===== config.mk =====
export PLATFORM = sky130hd
export DESIGN_NAME = registerFile
export DESIGN_NICKNAME = d
export VERILOG_FILES = /design/src/registerFile.sv
export VERILOG_INCLUDE_DIRS = /design/src
export SDC_FILE = /design/constraint.sdc
export NUM_CORES = 1
export LEC_CHECK = 0
export ABC_AREA = 0
export BUFFER_PORTS_ARGS = -buffer_cell sky130_fd_sc_hd__buf_4
export CELL_PAD_IN_SITES_DETAIL_PLACEMENT = 1
export CELL_PAD_IN_SITES_GLOBAL_PLACEMENT = 2
export CORE_AREA = 2 2 306 217
export DETAILED_ROUTE_END_ITERATION = 8
export DIE_AREA = 0 0 308 219
export GPL_TIMING_DRIVEN = 0
export PLACE_DENSITY = 0.84
export SETUP_SLACK_MARGIN = 0.15
export SYNTH_ARGS = -nofsm -noshare
export SYNTH_HDL_FRONTEND = slang
export SYNTH_SLANG_ARGS = --single-unit

===== constraint.sdc =====
create_clock -name clock -period 2.7 [get_ports clock]
set_clock_uncertainty 0.15 [all_clocks]
set_input_delay 0.405 -clock clock [delete_from_list [all_inputs] [get_ports clock]]
set_output_delay 0.405 -clock clock [all_outputs]
set_load 0.03 [all_outputs]

===== src/cpu_params.svh =====
`ifndef CPU_PARAMS_SVH
`define CPU_PARAMS_SVH

// Fixed by the 32-bit instruction format

`define CPU_WIDTH      32   // Data path and bus width

`define CPU_ADDR_WIDTH 9    // Word address into the RAM

`define CPU_MEM_DEPTH  512  // Words of RAM

// Sixteen registers, so each register field in the IR is 4 bits wide
`define CPU_REG_COUNT  16

`endif

===== src/registerFile.sv =====
`timescale 1ns/100ps
`include "cpu_params.svh"

module registerFile (
    input  logic                                 clock,
    input  logic                                 reset,
    input  logic                                 rIn,
    input  logic                                 gra,
    input  logic                                 grb,
    input  logic                                 grc,
    input  logic                                 baOut,
    input  logic [`CPU_WIDTH-1:0]                instruction,
    input  logic [`CPU_WIDTH-1:0]                bus,
    output logic [`CPU_WIDTH-1:0]                readValue,
    input  logic [$clog2(`CPU_REG_COUNT)-1:0]    debugSelect,
    output logic [`CPU_WIDTH-1:0]                debugValue
);

    logic [`CPU_WIDTH-1:0]             regs [`CPU_REG_COUNT];
    logic [$clog2(`CPU_REG_COUNT)-1:0] select;

    // Only one group select is active per step
    always_comb begin
        if (gra) begin
            select = instruction[26:23];  // Ra
        end else if (grb) begin
            select = instruction[22:19];  // Rb
        end else if (grc) begin
            select = instruction[18:15];  // Rc
        end else begin
            select = '0;
        end
    end

    // R0 reads as zero only for base addressing
    assign readValue  = (baOut && select == '0) ? '0 : regs[select];
    assign debugValue = regs[debugSelect];

    always_ff @(posedge clock) begin
        if (reset) begin
            for (int i = 0; i < `CPU_REG_COUNT; i++) begin
                regs[i] <= '0;
            end
        end else if (rIn) begin
            regs[select] <= bus;
        end
    end

endmodule


==> flow_summary.yaml <==
timing:
  rsz0062_at_grt: "yes"
  finalHoldViolations: 0
  period_share: 1.17
  clock.fmax_mhz: 317
  setup_viol: 64
  worst_pin_slew_ns: 1.21
  min_period_ns: 3.16
  relSlewSlack: 0.192
  fin_ws_ns: -0.455
  hold_slack_ns: 0.0428
  slew_viol_final: 0
cts:
  root_buffer: "clkbuf_16"
  clkSinkCount: 512
  numCtsBuffers: 53
  cts.path.max_buffers: 3
  cts_tree: "built"
  path_clk_slew_ns: 0.07
  cts-htree-levels: 2
setup_path:
  arrival_ns: 2.60
  cp-end-kind: "output pin"
  cp.required_ns: 2.14
  crit_path_start_kind: "input port"
  path_class: "input port to output pin"
  critPathMaxFanout: 7
synthesis:
  yosys.cell_types.count: 29
  synth_common_cells: "513 x and2_1, 512 x edfxtp_1, 264 x nand2_1, 256 x a21oi_1, 160 x mux4_2"
  ys_seq_area_frac: 0.560
  synth_top_area_cell: "edfxtp_1"
  synth.avg_cell_area_um2: 12.5
  synth_area_leaders: "edfxtp_1 56%, mux4_2 13%, and2_1 12%"
  synth.top_cell.area_share: 0.560
  ys.warnings.count: 0
  ys_seq_elements: 512
  synth_edf_count: 512
  syn_nets: 2274
  synthArstFlopShare: 0
  syn-cell-area_um2: 27500
  synthFlopType: "edfxtp_1"
  yosysMostFrequentCell: "and2_1"
  synth_cells: 2199
grt:
  grt_pass1_wl_um: 164000
  grt_max_degree: 33
  antenna_found_initial: 2
  overflow: 0
  grt.total_usage: 0.347
  grt_pass1_vias: 22600
placement:
  place_ws_ns: -1.57
  place_congestion: 0.932
  placed_cell_area_um2: 29400
  port-buffer-count: 115
  hpwl_um: 74600
  dp.cells: 3154
layout:
  stdcell_count: 3383
  n_antenna_cell: 0
  largest_reg_flops: 512
  final_nets: 2576
  fillers: 6427
  top_register: "regs"
  area_growth_pct: 24.2
  final_cell_area_um2: 34100
  layout-drive-gt1-share: 0.300
  top_regs: "regs x512"
run_status:
  status: "finished with violations"
  violations: "negative setup slack"
power:
  finalPower_mw: 21.8
  ir_drop_v: 0.000389
  netSwitchingPower_mw: 6.55
  power-per-cell-area_nw_per_um2: 638
  pwr-share-comb: 0.219
  pwr-share-clk: 0.343
  p_int_mw: 15.2
  switching_share: 0.301
  leakagePower_nw: 12.4
  seqPwrFrac: 0.438
drt:
  dr.pass1.iters: 6
  vias: 22400
  routed_wl_um: 120000
  viasPerCell: 6.63
  drtIter0Drc: 3255
  wire_per_inst_um: 35.6
  drc_errors: 0
  drtAntennaViolNets: 0
floorplanning:
  ios: 139
  fp-row-count: 78
  dieArea_um2: 67500
  start_util: 0.426
  dieWidth_um: 308
  die_h_um: 219
  core_um2: 64400
run:
  maxCapViolations: 0
worst_hold_path:
  hold_path_class: "input port to register"
==> power by group through the flow <==
stage	Sequential [mW]	Clock (mW)	Combinational, mW
2_1_floorplan	9.56	0	2.24
3_3_place_gp	9.62	0	3.72
3_5_place_dp	9.68	0	3.79
4_1_cts	9.50	7.44	4.26
5_1_grt	9.57	7.71	4.86
6_report	9.54	7.48	4.76
==> cell families (layout without fill, tap and decap cells) <==
group,after synthesis,count (layout),share of synthesized area
AO/OA/AOI/OAI,458,458,0.105
multiplexers,160,160,0.131
buffers and inverters,217,546,0.0344
AND/OR/NAND/NOR,852,867,0.170
flip-flops,512,512,0.560
==> final timing paths <==
check	start	end	slack, ns	cells after the start
worst max-delay path	grc	readValue[2]	-0.46	11
worst min-delay path	bus[0]	regs[0][0]$_SDFFCE_PN0P_	0.04	2
==> worst max-delay path, stage by stage <==
cell       delay (ns)
buf_4            0.12
and3b_2          0.24
o21a_4           0.25
clkbuf_16        0.18
clkbuf_16        0.19
clkbuf_16        0.18
a21oi_2          0.18
a22o_1           0.28
o22ai_1          0.11
a211o_1          0.30
buf_6            0.16
==> cells in the final DEF, fill, tap and decap left out, types with 26 or more instances in the layout <==
master / netlist / routed
and2_1: 513 / 513
edfxtp_1: 512 / 512
nand2_1: 264 / 260
a21oi_1: 256 / 185
mux4_2: 160 / 160
buf_4: 2 / 138
buf_6: 7 / 82
clkbuf_1: 142 / 66
a22o_1: 64 / 63
clkbuf_16: 0 / 61
a21oi_2: 0 / 60
clkbuf_2: 0 / 49
a211oi_2: 0 / 38
a211o_1: 32 / 32
clkbuf_4: 0 / 31
or2_4: 0 / 31
o22ai_1: 32 / 30
dlygate4sd3_1: 0 / 30
buf_12: 0 / 27
a211oi_1: 64 / 26
==> per-layer routing <==
metal,vias to the layer above,part of all wire,GRT usage
met2,1799,0.43,0.507
li1,8786,-,-
met1,11600,0.39,0.483
met3,281,0.14,0.104
met4,6,0.037,0.137
met5,-,0.0014,0.0102
==> stage by stage <==
| step | setup TNS, ns | utilization |
|---|---|---|
| final | -13.53 | 0.530 |
| after global routing | -14.37 | 0.530 |
| after CTS | -14.83 | 0.510 |
| after detailed placement | -1032.87 | 0.457 |
| after global placement | -945.19 | 0.457 |
| after floorplan | 0 | - |
==> layout make-up <==
cell class	instances	area, µm²	area share
tap	840	1050	0.0308
clock buffer	65	1390	0.0408
sequential	512	15400	0.451
inverter	1	3.75	0.000110
multi-input combinational	1485	12000	0.351
timing repair buffer	232	2330	0.0682
clock inverter	32	272	0.00796
buffer	216	1710	0.0502
==> what timing repair did <==
item / in CTS / in global routing
gates cloned: 14 / 8
hold endpoints to repair: 176 / 0
pin swaps: 77 / 78
resized for setup: 355 / 194
hold buffers: 30 / 0
setup buffers: 39 / 41
endpoints found under the setup margin: 987 / 701
Power figures use the tool's default switching activity.
