===== src/cpu_params.svh =====
`ifndef CPU_PARAMS_SVH
`define CPU_PARAMS_SVH

// Fixed by the 32-bit instruction format

`define CPU_WIDTH      32   // Data path and bus width

`define CPU_ADDR_WIDTH 9    // Word address into the RAM

`define CPU_MEM_DEPTH  512  // Words of RAM

// Sixteen registers, so each register field in the IR is 4 bits wide
`define CPU_REG_COUNT  16

`endif

===== src/cpuTypes_pkg.sv =====
package cpuTypes_pkg;

    // Opcode field, IR bits 31..27
    typedef enum logic [4:0] {
        opLd   = 5'd0,  // Ra = mem[Rb + C]
        opLdi  = 5'd1,  // Ra = Rb + C
        opSt   = 5'd2,  // mem[Rb + C] = Ra
        opAdd  = 5'd3,
        opSub  = 5'd4,
        opAnd  = 5'd5,
        opOr   = 5'd6,
        opAddi = 5'd7,  // Like ldi but R0 is a real operand
        opHalt = 5'd8
    } opcodeT;

    // One step per clock with T0..T2 as the fetch
    typedef enum logic [3:0] {
        stepIdle = 4'd0,
        stepT0   = 4'd1,
        stepT1   = 4'd2,
        stepT2   = 4'd3,
        stepT3   = 4'd4,
        stepT4   = 4'd5,
        stepT5   = 4'd6,
        stepT6   = 4'd7,
        stepT7   = 4'd8,
        stepHalt = 4'd9
    } stepT;

endpackage


===== src/controlSequencer.sv =====
`timescale 1ns/100ps
`include "cpu_params.svh"

module controlSequencer
    import cpuTypes_pkg::*;
(
    input  logic   clock,
    input  logic   reset,
    input  logic   run,
    input  opcodeT opcode,
    output stepT   step,
    output logic   pcOut, zOut, mdrOut, regOut, cOut, baOut,
    output logic   marIn, mdrIn, irIn, pcIn, yIn, zIn, rIn, incPc,
    output logic   gra, grb, grc,
    output logic   memRead, memWrite,
    output logic   halted, instructionDone,
    output opcodeT aluOp
);

    // Field order matches the output concatenation below
    typedef struct packed {
        logic pcOut, zOut, mdrOut, regOut, cOut, baOut;      // Bus sources
        logic marIn, mdrIn, irIn, pcIn, yIn, zIn, rIn, incPc; // Register loads
        logic gra, grb, grc;                                  // Register group selects
        logic memRead, memWrite;
        logic halted, instructionDone;
    } strobeT;

    stepT   stepNext;
    strobeT strobeNext;
    strobeT strobeReg;
    opcodeT aluOpNext;
    logic   isLong;
    logic   isAluReg;
    logic   useBase;
    logic   isValid;

    assign isLong   = opcode inside {opLd, opSt};             // Memory access after Z
    assign isAluReg = opcode inside {opAdd, opSub, opAnd, opOr};
    assign useBase  = opcode inside {opLd, opLdi, opSt};      // R0 reads zero
    assign isValid  = opcode inside {opLd, opLdi, opSt, opAdd, opSub, opAnd, opOr, opAddi};

    always_comb begin
        case (step)
            stepIdle: stepNext = run ? stepT0 : stepIdle;
            stepT0:   stepNext = stepT1;
            stepT1:   stepNext = stepT2;
            stepT2:   stepNext = isValid ? stepT3 : stepHalt;  // Opcode still on the bus
            stepT3:   stepNext = stepT4;
            stepT4:   stepNext = stepT5;
            stepT5:   stepNext = isLong ? stepT6 : stepT0;
            stepT6:   stepNext = stepT7;
            stepT7:   stepNext = stepT0;
            stepHalt: stepNext = stepHalt;                     // Only reset leaves
            default:  stepNext = stepIdle;
        endcase
    end

    // Strobes for the step being entered, registered on the same edge
    always_comb begin
        strobeNext = '0;
        aluOpNext  = opAdd;
        case (stepNext)
            stepT0: begin
                strobeNext.pcOut = 1'b1;
                strobeNext.marIn = 1'b1;
                strobeNext.incPc = 1'b1;
                strobeNext.zIn   = 1'b1;     // Z takes PC + 1
            end
            stepT1: begin
                strobeNext.zOut    = 1'b1;
                strobeNext.pcIn    = 1'b1;
                strobeNext.memRead = 1'b1;
                strobeNext.mdrIn   = 1'b1;
            end
            stepT2: begin
                strobeNext.mdrOut = 1'b1;
                strobeNext.irIn   = 1'b1;
            end
            stepT3: begin
                strobeNext.grb    = 1'b1;
                strobeNext.yIn    = 1'b1;
                strobeNext.baOut  = useBase;
                strobeNext.regOut = !useBase;
            end
            stepT4: begin
                strobeNext.zIn = 1'b1;
                if (isAluReg) begin
                    strobeNext.grc    = 1'b1;
                    strobeNext.regOut = 1'b1;
                    aluOpNext         = opcode;
                end else begin
                    strobeNext.cOut = 1'b1;  // Base plus offset
                end
            end
            stepT5: begin
                strobeNext.zOut = 1'b1;
                if (isLong) begin
                    strobeNext.marIn = 1'b1;
                end else begin
                    strobeNext.gra             = 1'b1;
                    strobeNext.rIn             = 1'b1;
                    strobeNext.instructionDone = 1'b1;
                end
            end
            stepT6: begin
                strobeNext.mdrIn = 1'b1;
                if (opcode == opSt) begin
                    strobeNext.gra    = 1'b1;
                    strobeNext.regOut = 1'b1;  // Ra into MDR
                end else begin
                    strobeNext.memRead = 1'b1;
                end
            end
            stepT7: begin
                strobeNext.instructionDone = 1'b1;
                if (opcode == opSt) begin
                    strobeNext.memWrite = 1'b1;
                end else begin
                    strobeNext.mdrOut = 1'b1;
                    strobeNext.gra    = 1'b1;
                    strobeNext.rIn    = 1'b1;
                end
            end
            stepHalt: strobeNext.halted = 1'b1;
            default:  strobeNext = '0;
        endcase
    end

    always_ff @(posedge clock) begin
        if (reset) begin
            step      <= stepIdle;
            strobeReg <= '0;
            aluOp     <= opAdd;
        end else begin
            step      <= stepNext;
            strobeReg <= strobeNext;
            aluOp     <= aluOpNext;
        end
    end

    assign {pcOut, zOut, mdrOut, regOut, cOut, baOut,
            marIn, mdrIn, irIn, pcIn, yIn, zIn, rIn, incPc,
            gra, grb, grc,
            memRead, memWrite,
            halted, instructionDone} = strobeReg;

endmodule


===== config.mk =====
export PLATFORM = sky130hd
export DESIGN_NAME = controlSequencer
export DESIGN_NICKNAME = d
export VERILOG_FILES = /design/src/cpuTypes_pkg.sv /design/src/controlSequencer.sv
export VERILOG_INCLUDE_DIRS = /design/src
export SDC_FILE = /design/constraint.sdc
export NUM_CORES = 1
export LEC_CHECK = 0
export ABC_AREA = 1
export CAP_MARGIN = 20
export CORE_ASPECT_RATIO = 0.5
export CORE_MARGIN = 3
export CORE_UTILIZATION = 36
export CTS_CLUSTER_SIZE = 16
export DETAILED_ROUTE_END_ITERATION = 10
export DONT_BUFFER_PORTS = 1
export PLACE_DENSITY_LB_ADDON = 0.15
export RECOVER_POWER = 100
export REMOVE_ABC_BUFFERS = 1
export SLEW_MARGIN = 30
export SYNTH_ARGS = -nofsm -noshare
export SYNTH_HDL_FRONTEND = slang
export SYNTH_SLANG_ARGS = --single-unit

===== constraint.sdc =====
create_clock -name clock -period 1.5 [get_ports clock]
set_input_delay 0.15 -clock clock [delete_from_list [all_inputs] [get_ports clock]]
set_output_delay 0.15 -clock clock [all_outputs]
set_load 0.005 [all_outputs]

==> flow_summary.yaml <==
yosys:
  synthTopCellsByArea: "dfxtp_1 (52%), nand2_1 (8.4%), nor2_1 (6.3%), inv_1 (4.9%), nand3_1 (4.7%)"
  synthFlopType: "dfxtp_1"
  synth_edf_count: 0
  yosysSeqAreaShare_pct: 52.15
  async_flop_share_pct: 0
  synth_cell_types: 24
  synth_warnings: 0
  ys_ff_latch: 28
  synth_top_area_cell: "dfxtp_1"
  synthesis.area_um2: 1075
  syn_inst: 132
  netlist.area_leader.share_pct: 52.15
  avgSynthCellArea_um2: 8.142
routing:
  drt_first_pass_iters: 4
  vias: 810
  routed_wl_um: 2221
  drtIter0Drc: 39
  drt.antenna.violating_nets: 0
  wl_per_cell_um: 12.84
  post_drt_via_cell_ratio: 4.682
  drc: 0
global_routing:
  grt_max_degree: 16
  grt_usage_pct: 12.32
  grt_pass1_wl_um: 3525
  grt_overflow_total: 0
  grt_pass1_vias: 725
  grt_antenna_before_repair: 0
critical_path:
  crit_required_ns: 1.71
  cp-end-kind: "flop"
  r2r_start: "step[2]"
  rr_endpoint: "zIn"
  path_max_fanout: 6
  rrSetupSlack_ns: 0.16
  ff2ff_path_depth: 6
  crit_arrival_ns: 1.55
  setup.worst_path.start_class: "flop"
  worstSetupPathType: "reg2reg"
  critical_path.startpoint: "step[2]"
power:
  power_density_nw_per_um2: 1168
  leakage_nw: 0.5235
  peakVddDrop_uv: 441.9
placement:
  placed_cell_area_um2: 1095
  place.gp.congestion: 0.8848
  dpl.hpwl_um: 1671
  dpl_worst_slack_ns: 0.1370
  port_buffers: 0
clock_network:
  cts_tree: "built"
  cts_buffer_depth: 2
  clock_latency_ns: 0.27
  clk_pin_slew_worst_paths_ns: 0.09
  cts-buffers-inserted: 3
  cts.sinks: 28
  htreeDepth: 1
  cts_root_buf: "clkbuf_8"
floorplan:
  start_util_pct: 39.57
  io_pins: 38
  num_rows: 13
  die-area_um2: 3717
  die_h_um: 44.64
  die_w_um: 83.27
  core_area_um2: 2716
hold_path:
  hold_start: "opcode[2]"
  min_path_type: "in2reg"
  hold_end: "aluOp[2]"
  hold_depth: 2
sta:
  max_freq_ghz: 0.7450
  setup_ws_ns: 0.1578
  period_share_pct: 89.48
  slew_viol_final: 0
  setup_viol: 0
  hold_viol: 0
  period_needed_ns: 1.342
  finClkSkew_ns: 0.004619
  tns_ns: 0
  rsz0062_at_grt: "no"
layout:
  diodes: 0
  nNetsFinal: 145
  postLayoutCellArea_um2: 1170
  layout_common_cells: "dfxtp_1 (27), nand2_1 (26), nor2_1 (19)"
  layout_commonest_cell: "dfxtp_1"
  drive_gt1_share_pct: 14.71
  area_growth_pct: 8.847
run_status:
  status: "finished, final reports clean"
run:
  drv_cap: 0
==> worst max path at each step <==
stage,end,slack (ns)
2_1_floorplan,marIn,0.29
3_3_place_gp,zIn,0.15
3_5_place_dp,zIn,0.14
4_1_cts,zIn,0.10
5_1_grt,zIn,0.03
6_report,zIn,0.16
==> power breakdown <==
part / internal [mW] / total (mW) / switching [mW] / leakage (nW)
registers: 0.774 / 0.802 / 0.0278 / 0.228
logic: 0.0399 / 0.117 / 0.0767 / 0.266
clock network: 0.235 / 0.447 / 0.213 / 0.0288
==> stage by stage <==
stage	hold WS, ns	utilization [%]	total power [mW]	cells
2_1_floorplan	0.2167	-	0.9059	129
3_3_place_gp	0.2224	40.30	0.9311	166
3_5_place_dp	0.2215	40.30	0.9301	166
4_1_cts	0.01225	43.44	1.397	173
5_1_grt	0.02308	43.07	1.441	173
6_report	0.01979	43.07	1.366	173
==> worst max-delay path: stages (launching register included) <==
cell and delay (ns):
dfxtp_1 0.49, inv_2 0.06, nor2_2 0.16, nand2_1 0.12, nor2_4 0.15, o21ai_1 0.15
a21oi_2 0.16
==> synthesized netlist by cell type, types with 2 or more instances <==
library cell and number:
a21oi_1 3, a21oi_2 2, buf_4 2, dfxtp_1 28, inv_1 14, inv_2 3
nand2_1 24, nand2_2 5, nand3_1 10, nand3_2 2, nor2_1 18, nor2_2 4
nor2_4 3, nor3_1 2, o21ai_1 3
==> logic make-up (layout without fill, tap and decap cells) <==
family,after synthesis,count (layout),synth area share [%]
compound gates,11,11,6.170
other cells,1,2,0.3489
buf+inv,21,24,8.730
simple gates,71,71,32.60
flops,28,28,52.15
==> area by class of cell <==
class	count	area, µm²
multi-input combinational	84	412.9
sequential	28	561.8
clock buffer	4	55.05
timing repair buffer	3	30.03
tap	37	46.29
inverter	17	63.81
fill	281	1546
==> layer usage <==
layer	vias to the layer above	GRT usage [%]	wire length, µm
li1	417	-	-
met1	364	17.56	1190
met2	27	16.72	860
met3	2	5.576	151
met4	0	2.932	19
met5	-	0	0
==> flip-flops by register name (all words and copies together) (netlist names) <==
register,flops
zOut,1
gra,1
step,4
baOut,1
memWrite,1
regOut,1
mdrIn,1
grc,1
memRead,1
rIn,1
halted,1
incPc,1
marIn,1
grb,1
mdrOut,1
irIn,1
aluOp,5
instructionDone,1
pcIn,1
cOut,1
zIn,1
==> what timing repair did <==
| item | CTS | global route |
|---|---|---|
| hold buffers | 3 | 0 |
| setup endpoints to repair | 0 | 4 |
| resized for setup | 0 | 1 |
| buffers inserted | 0 | 0 |
| endpoints found under the hold margin | 14 | 0 |
Power figures use the tool's default switching activity.
